$ cat src/design/cache_write_pkg.sv
package cache_write_pkg;

    // byte address and word geometry
    localparam int ADDR_W      = 16;
    localparam int DATA_W      = 32;
    localparam int BE_DATA_W   = 64;               // memory side beat width

    localparam int NBYTES      = DATA_W / 8;       // 4
    localparam int BE_NBYTES   = BE_DATA_W / 8;    // 8
    localparam int NBYTES_W    = $clog2(NBYTES);   // 2
    localparam int BE_NBYTES_W = $clog2(BE_NBYTES); // 3

    localparam int WORD_ADDR_W = ADDR_W - NBYTES_W; // word address bits, 14

    // cache words carried by one memory beat
    localparam int WORDS_PER_BEAT = BE_DATA_W / DATA_W;
    localparam int WORD_SEL_W     = BE_NBYTES_W - NBYTES_W;

    // one word write from the core
    typedef struct packed {
        logic [WORD_ADDR_W-1:0] addr;   // word address
        logic [DATA_W-1:0]      wdata;
        logic [NBYTES-1:0]      wstrb;
    } wr_req_t;

    // one AXI write data beat, wlast is implied
    typedef struct packed {
        logic [BE_DATA_W-1:0] wdata;
        logic [BE_NBYTES-1:0] wstrb;
    } axi_w_t;

    // write response codes
    localparam logic [1:0] RESP_OKAY   = 2'b00;
    localparam logic [1:0] RESP_SLVERR = 2'b10;

endpackage

$ cat src/design/write_buffer.sv
`timescale 1ns/1ps

module write_buffer import cache_write_pkg::*; #(
    parameter int BUF_DEPTH = 4
) (
    input  logic    clk,
    input  logic    reset,

    // four-phase link from the core
    input  logic    req,
    input  wr_req_t req_data,
    output logic    ack,

    // head entry toward the write channel
    output wr_req_t head,
    output logic    head_valid,
    input  logic    entry_done,

    output logic    empty
);

    localparam int PTR_W = $clog2(BUF_DEPTH);
    localparam logic [PTR_W:0] FULL_COUNT = (PTR_W+1)'(BUF_DEPTH);

    wr_req_t          mem [BUF_DEPTH];
    logic [PTR_W-1:0] wr_ptr;
    logic [PTR_W-1:0] rd_ptr;
    logic [PTR_W:0]   count;

    logic full;
    logic push;
    logic pop;

    assign full  = (count == FULL_COUNT);
    assign empty = (count == '0);

    // one push per req level, only while ack is still low
    assign push = req & ~ack & ~full;
    assign pop  = entry_done;

    // acknowledge state of the handshake
    always_ff @(posedge clk or posedge reset) begin
        if (reset) begin
            ack <= 1'b0;
        end else if (push) begin
            ack <= 1'b1;
        end else if (!req) begin
            ack <= 1'b0;                // core released req
        end
    end

    always_ff @(posedge clk) begin
        if (push) begin
            mem[wr_ptr] <= req_data;
        end
    end

    always_ff @(posedge clk or posedge reset) begin
        if (reset) begin
            wr_ptr <= '0;
            rd_ptr <= '0;
        end else begin
            if (push) begin
                wr_ptr <= wr_ptr + PTR_W'(1); // wraps at depth
            end
            if (pop) begin
                rd_ptr <= rd_ptr + PTR_W'(1);
            end
        end
    end

    // occupancy
    always_ff @(posedge clk or posedge reset) begin
        if (reset) begin
            count <= '0;
        end else begin
            case ({push, pop})
                2'b10:   count <= count + 1'b1;
                2'b01:   count <= count - 1'b1;
                default: count <= count;  // idle or push and pop together
            endcase
        end
    end

    // channel looks at the head without consuming it
    assign head       = mem[rd_ptr];
    assign head_valid = ~empty;

endmodule

$ cat src/design/write_channel_axi.sv
`timescale 1ns/1ps

module write_channel_axi import cache_write_pkg::*; (
    input  logic              clk,
    input  logic              reset,

    // head entry of the write buffer
    input  wr_req_t           head,
    input  logic              head_valid,
    output logic              entry_done,
    output logic              idle,

    // AXI write address
    output logic              axi_awvalid,
    output logic [ADDR_W-1:0] axi_awaddr,
    input  logic              axi_awready,

    // AXI write data
    output logic              axi_wvalid,
    output axi_w_t            axi_w,
    input  logic              axi_wready,

    // AXI write response
    input  logic              axi_bvalid,
    input  logic [1:0]        axi_bresp,
    output logic              axi_bready
);

    typedef enum logic [1:0] {
        st_idle    = 2'd0,
        st_address = 2'd1,
        st_write   = 2'd2,
        st_verif   = 2'd3
    } state_t;

    state_t state;
    state_t state_next;

    logic                     resp_okay;
    logic [WORD_SEL_W-1:0]    word_sel;
    logic [BE_NBYTES-1:0]     wstrb_ext;

    // beat alignment
    // the word lands in every lane, the strobes pick the lane
    assign word_sel  = head.addr[WORD_SEL_W-1:0];
    assign wstrb_ext = {{(BE_NBYTES-NBYTES){1'b0}}, head.wstrb};

    assign axi_awaddr  = {head.addr[WORD_ADDR_W-1:WORD_SEL_W], {BE_NBYTES_W{1'b0}}};
    assign axi_w.wdata = {WORDS_PER_BEAT{head.wdata}};
    assign axi_w.wstrb = wstrb_ext << {word_sel, {NBYTES_W{1'b0}}}; // lane * NBYTES

    assign resp_okay = (axi_bresp == RESP_OKAY);

    always_comb begin
        state_next = state;
        case (state)
            st_idle: begin
                if (head_valid) begin
                    state_next = st_address;
                end
            end
            st_address: begin
                if (axi_awready) begin
                    state_next = st_write;
                end
            end
            st_write: begin
                if (axi_wready) begin
                    state_next = st_verif;
                end
            end
            st_verif: begin
                if (axi_bvalid) begin
                    if (resp_okay) begin
                        state_next = st_idle;    // entry retired
                    end else begin
                        state_next = st_address; // error, same entry again
                    end
                end
            end
            default: begin
                state_next = st_idle;
            end
        endcase
    end

    always_ff @(posedge clk or posedge reset) begin
        if (reset) begin
            state <= st_idle;
        end else begin
            state <= state_next;
        end
    end

    // handshake outputs follow the state
    assign axi_awvalid = (state == st_address);
    assign axi_wvalid  = (state == st_write);
    assign axi_bready  = (state == st_verif);
    assign idle        = (state == st_idle);

    // pop the head only on a clean response
    assign entry_done  = (state == st_verif) & axi_bvalid & resp_okay;

endmodule

$ cat src/design/cache_write_path.sv
`timescale 1ns/1ps

module cache_write_path import cache_write_pkg::*; #(
    parameter int BUF_DEPTH = 4
) (
    input  logic              clk,
    input  logic              reset,

    // core side, four-phase
    input  logic              req,
    output logic              ack,
    input  wr_req_t           req_data,
    output logic              drained,

    // AXI memory side
    output logic              axi_awvalid,
    output logic [ADDR_W-1:0] axi_awaddr,
    input  logic              axi_awready,
    output logic              axi_wvalid,
    output axi_w_t            axi_w,
    input  logic              axi_wready,
    input  logic              axi_bvalid,
    input  logic [1:0]        axi_bresp,
    output logic              axi_bready
);

    wr_req_t head;
    logic    head_valid;
    logic    entry_done;
    logic    empty;
    logic    idle;

    write_buffer #(
        .BUF_DEPTH (BUF_DEPTH)
    ) write_buffer_inst (
        .clk        (clk),
        .reset      (reset),
        .req        (req),
        .req_data   (req_data),
        .ack        (ack),
        .head       (head),
        .head_valid (head_valid),
        .entry_done (entry_done),
        .empty      (empty)
    );

    write_channel_axi write_channel_axi_inst (
        .clk         (clk),
        .reset       (reset),
        .head        (head),
        .head_valid  (head_valid),
        .entry_done  (entry_done),
        .idle        (idle),
        .axi_awvalid (axi_awvalid),
        .axi_awaddr  (axi_awaddr),
        .axi_awready (axi_awready),
        .axi_wvalid  (axi_wvalid),
        .axi_w       (axi_w),
        .axi_wready  (axi_wready),
        .axi_bvalid  (axi_bvalid),
        .axi_bresp   (axi_bresp),
        .axi_bready  (axi_bready)
    );

    // nothing queued and no write in flight
    assign drained = empty & idle;

endmodule

$ cat config.mk
export PLATFORM = sky130hd
export DESIGN_NAME = cache_write_path
export DESIGN_NICKNAME = d
export VERILOG_FILES = /design/src/design/cache_write_pkg.sv /design/src/design/write_buffer.sv /design/src/design/write_channel_axi.sv /design/src/design/cache_write_path.sv
export SDC_FILE = /design/constraint.sdc
export NUM_CORES = 1
export LEC_CHECK = 0
export BUFFER_PORTS_ARGS = -buffer_cell sky130_fd_sc_hd__buf_2
export CAP_MARGIN = 20
export CORE_AREA = 2 2 97 170
export CTS_CLUSTER_SIZE = 30
export DETAILED_ROUTE_END_ITERATION = 16
export DIE_AREA = 0 0 99 172
export GPL_ROUTABILITY_DRIVEN = 1
export PLACE_DENSITY_LB_ADDON = 0.12
export SLEW_MARGIN = 5
export SYNTH_ARGS = -nofsm -noshare
export SYNTH_HDL_FRONTEND = slang
export SYNTH_SLANG_ARGS = --single-unit
$ cat constraint.sdc
create_clock -name clk -period 2.27 [get_ports clk]
set_input_delay 0 -clock clk [delete_from_list [all_inputs] [get_ports clk]]
set_output_delay 0 -clock clk [all_outputs]
set_load 0.05 [all_outputs]
==> flow_summary.yaml, run 1 <==
status:
  status: "completed"
worst_setup_path:
  critical-path-max-stage-delay_ps: 450
  crit_required_ps: 2630
  slowest_stage: "fa_1"
  critical_path_class: "flop to flop"
  cp.arrival_ps: 2510
  endpoint_kind: "flop"
  crit_chain: "or3b_1, and3b_1, inv_1, ha_1, fa_1, mux2_2"
  critPathLaunchType: "flop"
  crit_path_max_fanout: 4
sta:
  fmax_ghz: 0.464
  worst_pin_slew_ps: 506
  finalClockSkew_ps: 6.95
  hold_viol: 0
  tns_ps: 0
  slew_violations: 0
  fin_crit_ps: 2150
  fin_crit_sh: 0.949
  slew_headroom: 0.663
  setup_viol: 0
  rsz0062_at_grt: "false"
cells_and_area:
  nFillCells: 1076
  drive_above_1_share: 0.442
  multi_input_area_mm2: 0.00157
  nNetsFinal: 623
  n_antenna_cell: 0
  synthToLayoutAreaGrowth_pct: 23.3
  regArea_mm2: 0.00626
floorplanning:
  io_pins: 151
  die-area_mm2: 0.0170
  die_h_um: 172
  start_util: 0.524
  core-area_mm2: 0.0156
  fp.dieW_um: 99
  rows: 61
synth:
  synth_cells: 360
  syn_area_per_cell_um2: 22.8
  synth_edf_count: 200
  netlist_area_mm2: 0.00819
  async_flop_share: 0.0476
  yosysSeqAreaShare: 0.764
  synth.most_common_cell: "edfxtp_1"
  synthFlopType: "edfxtp_1"
  yosys_warnings: 0
  synth_cell_types: 28
  synthTopCellsByCount: "edfxtp_1 (200), mux4_2 (50), buf_4 (36), dfrtp_1 (10), ha_1 (10)"
  yosys-top-cells-area: "edfxtp_1 (73%), mux4_2 (14%), buf_4 (3.3%)"
  synth_top_area_frac: 0.733
  yosys.area.top_type: "edfxtp_1"
  synth_seq_cells: 210
place:
  place.gp.congestion: 0.710
  dp_hpwl_um: 9630
  portBuffers: 147
route:
  drtIter0Drc: 204
  vias_per_cell: 5.34
  drcViolationCount: 0
  wire_per_inst_um: 20.0
  first_pass_iters: 4
  wirelength_um: 15100
  num_vias: 4034
  final_antenna_net_count: 0
clock_tree:
  clock-root-buffer: "clkbuf_16"
  tritoncts: "built"
  h-tree-depth: 1
  cts_num_sinks: 210
  clk-insertion-delay-late_ps: 480
  clkSlewWorstSetupHoldPaths_ps: 60
  tritoncts.num_buffers: 19
  cts_buffer_depth: 3
grt:
  grt_max_degree: 40
  first_global_vias: 4316
  antenna_found_initial: 0
  grt_usage: 0.176
  grt_pass1_wl_um: 22900
  grt_overflow: 0
min_path:
  worstHoldPathType: "primary input to flop"
job:
  cap_violations: 0
==> stage by stage <==
step	utilization	worst slack, ps	instance area [um^2]	hold slack (ps)	cells
finish	0.646	116	10100	13.8	755
global route	0.646	32.3	10100	42.4	755
CTS	0.646	101	10100	7.28	755
detailed placement	0.574	137	8990	9.39	664
global placement	0.574	237	8990	21.6	664
floorplan	-	35.4	8210	-160	362
==> logic make-up (layout without fill, tap and decap cells) <==
kind of cell | count (synthesis) | count (layout) | synth area share
DFF | 210 | 210 | 0.764
muxes | 54 | 54 | 0.143
buffers and inverters | 54 | 258 | 0.0467
and+or+nand+nor | 20 | 20 | 0.0170
adders and majority gates | 11 | 11 | 0.0177
xor gates and xnor gates | 6 | 6 | 0.00641
AOI/OAI and AO/OA | 4 | 4 | 0.00489
other | 1 | 3 | 0.000458
==> state kept, by name, indices dropped and copies added, names as in the netlist <==
register,count
write_channel_axi_inst.state,2
write_buffer_inst.ack,1
write_buffer_inst.mem,200
write_buffer_inst.rd_ptr,2
write_buffer_inst.count,3
write_buffer_inst.wr_ptr,2
==> final timing paths <==
check                                      startpoint                              end  slack (ps)  depth (start not counted)
min reg2reg                write_buffer_inst.count[2]       write_buffer_inst.count[2]         510                          1
max                        write_buffer_inst.count[1]       write_buffer_inst.count[1]         120                          6
min                                      axi_bresp[0]  write_channel_axi_inst.state[0]          10                          4
min in group asynchronous                       reset            write_buffer_inst.ack          50                          3
max reg2reg                write_buffer_inst.count[1]       write_buffer_inst.count[1]         120                          6
max in group asynchronous                       reset      write_buffer_inst.rd_ptr[0]        1900                          3
==> critical path, delay by kind of cell (launching register included) <==
family	cells	cell delay, ps
multiplexers	1	280
flip-flops	1	430
AND/OR/NAND/NOR	2	630
adder cells (fa/ha/maj)	2	650
buffers and inverters	1	60
==> placed cells by master (no fill, tap or decap), drive strengths merged, types with 2 or more instances in the layout <==
master	Yosys	final
mux2	3	3
edfxtp	200	200
mux4	50	50
nor2b	6	6
ha	10	10
clkinv	0	6
xnor2	4	4
conb	1	3
xor2	2	2
and2	8	8
clkbuf	0	25
dlygate4sd3	0	54
inv	7	9
dfrtp	10	10
buf	47	164
==> final cells by class <==
class                           instances  share of cell area
Sequential cell                       210               0.620
Multi-Input combinational cell         98               0.155
Timing Repair Buffer                  218               0.145
Clock buffer                           25              0.0493
Tap cell                              189              0.0234
Clock inverter                          8             0.00458
Inverter                                7             0.00260
==> per-layer routing <==
metal	global-route usage	part of all wire	up-vias
met3	0.0259	0.042	29
li1	-	-	1808
met1	0.198	0.36	2071
met4	0.0584	0.025	0
met2	0.338	0.57	126
met5	0	0	-
==> repair_timing <==
action                                  in CTS  in global routing
hold buffers                                54                  0
endpoints found under the setup margin      38                  0
gates resized for setup                      0                  0
buffers inserted                             4                  0
endpoints found under the hold margin      213                  0
Power of run 1 is left out: the tool's default activity adds up to more than one toggle a clock period on the data nets, which glitch-free logic cannot reach.
==> run 2: changes to the inputs <==
--- a/config.mk
+++ b/config.mk
@@ -5,14 +5,14 @@
 export SDC_FILE = /design/constraint.sdc
 export NUM_CORES = 1
 export LEC_CHECK = 0
-export BUFFER_PORTS_ARGS = -buffer_cell sky130_fd_sc_hd__buf_2
 export CAP_MARGIN = 20
 export CORE_AREA = 2 2 97 170
 export CTS_CLUSTER_SIZE = 30
 export DETAILED_ROUTE_END_ITERATION = 16
 export DIE_AREA = 0 0 99 172
+export DONT_BUFFER_PORTS = 1
 export GPL_ROUTABILITY_DRIVEN = 1
-export PLACE_DENSITY_LB_ADDON = 0.12
+export PLACE_DENSITY = 0.67
 export SLEW_MARGIN = 5
 export SYNTH_ARGS = -nofsm -noshare
 export SYNTH_HDL_FRONTEND = slang
==> run 2 against run 1 <==
Compared with the run above:
- register-to-register slack about the same
- utilization is 3.6 points lower
- global-route usage decreased by 1.2 points
- worst hold slack improved by 170 ps
- largest cell class unchanged
==> flow_summary.yaml, run 2 (same netlist as run 1, synthesis figures left out) <==
floorplanning:
  core-area_mm2: 0.0156
  die_h_um: 172
  rows: 61
  die-area_mm2: 0.0170
  io_pins: 151
  fp.dieW_um: 99
  start_util: 0.524
grt:
  first_global_vias: 3794
  grt_max_degree: 32
  grt_overflow: 0
  grt_pass1_wl_um: 21100
  grt_usage: 0.165
  antenna_found_initial: 1
sta:
  fmax_ghz: 0.464
  rsz0062_at_grt: "false"
  slew_violations: 0
  fin_crit_ps: 2150
  setup_viol: 0
  fin_crit_sh: 0.949
  hold_viol: 0
  worst_pin_slew_ps: 594
  slew_headroom: 0.605
  tns_ps: 0
  finalClockSkew_ps: 11.1
cells_and_area:
  largestRegisters: "write_buffer_inst.mem (200), write_buffer_inst.count (3)"
  final_common_cell: "edfxtp_1"
  top_register: "write_buffer_inst.mem"
  synthToLayoutAreaGrowth_pct: 16.4
  largest_reg_flops: 200
  nNetsFinal: 492
  final_cell_mix: "edfxtp_1 (200), dlygate4sd3_1 (59), mux4_2 (50)"
  drive_above_1_share: 0.274
  nFillCells: 1072
clock_tree:
  h-tree-depth: 1
  clk-insertion-delay-late_ps: 490
  tritoncts: "built"
  clock-root-buffer: "clkbuf_16"
  cts_buffer_depth: 3
  cts_resized: 0
  clkSlewWorstSetupHoldPaths_ps: 70
  cts_num_sinks: 210
  tritoncts.num_buffers: 19
worst_setup_path:
  endpoint_kind: "flop"
  crit_path_max_fanout: 4
  critical_path_class: "flop to flop"
  critPathLaunchType: "flop"
  cp.arrival_ps: 2510
  crit_required_ps: 2630
  critical-path-max-stage-delay_ps: 440
  crit_chain: "or3b_1, and3b_1, inv_1, ha_1, fa_1, mux2_2"
  path_delay_family: "simple AND/OR/NAND/NOR gates"
  cp.buffers_inverters: 1
  slowest_stage: "dfrtp_1"
route:
  wirelength_um: 13900
  drcViolationCount: 0
  wire_per_inst_um: 22.2
  vias_per_cell: 5.56
  num_vias: 3473
  drtIter0Drc: 163
  final_antenna_net_count: 0
  first_pass_iters: 4
status:
  status: "completed"
place:
  place.gp.congestion: 0.697
  portBuffers: 0
  dp_hpwl_um: 8630
min_path:
  worstHoldPathType: "primary input to flop"
job:
  cap_violations: 0
run 2: cell types whose count changed in the layout (fill, tap and decap cells not counted), sizes merged:
| cell | previous run | this run |
|---|---|---|
| buf | 164 | 28 |
| dlygate4sd3 | 54 | 59 |
| clkbuf | 25 | 21 |
| bufinv | 0 | 3 |
| diode | 0 | 1 |
| inv | 9 | 10 |
run 2: final cells by class:
cell class                 instances  area, um^2  area share
tap                              189         236      0.0248
inverter                           7        26.3     0.00276
sequential                       210        6260       0.657
clock inverter                    12         144      0.0151
clock buffer                      21         483      0.0507
multi-input combinational         98        1570       0.164
antenna                            1        2.50    0.000262
timing repair buffer              87         813      0.0853
run 2: worst reg2reg max path: cells and delay by family (launching register included):
kind                     cells  cell delay [ps]
adder cells (fa/ha/maj)      2              640
buffers and inverters        1               50
flip-flops                   1              440
multiplexers                 1              280
AND/OR/NAND/NOR              2              640
run 2: per-stage QoR:
stage / hold slack (ps) / instances / worst slack (ps) / utilization / cell area, um^2
3_3_place_gp: -105 / 527 / 209 / 0.529 / 8280
6_report: 180 / 625 / 116 / 0.609 / 9530
4_1_cts: 145 / 619 / 1.26 / 0.607 / 9490
3_5_place_dp: -88.7 / 527 / 129 / 0.529 / 8280
2_1_floorplan: -160 / 362 / 35.4 / - / 8210
5_1_grt: 183 / 625 / 12.5 / 0.609 / 9530
run 2: worst paths after layout:
check	slack (ps)	startpoint	end	cells after the start
max in group asynchronous	1330	reset	write_buffer_inst.rd_ptr[0]	3
min in group asynchronous	560	reset	write_buffer_inst.wr_ptr[1]	3
max	120	write_buffer_inst.count[1]	write_buffer_inst.count[1]	6
max reg2reg	120	write_buffer_inst.count[1]	write_buffer_inst.count[1]	6
min reg2reg	520	write_buffer_inst.count[2]	write_buffer_inst.count[2]	1
min	180	axi_bresp[0]	write_buffer_inst.count[0]	3
run 2: timing repair:
item,CTS,global route
buffers inserted,0,5
hold endpoints to repair,217,0
setup endpoints to repair,0,44
hold buffers,59,0
run 2: routing by layer:
layer	GRT usage	up-vias	routed length, um
met5	0	-	0
met4	0.0506	0	286
met3	0.0412	20	855
met2	0.305	100	7780
met1	0.185	1811	4930
li1	-	1542	-
Power of run 2 is left out for the same reason.
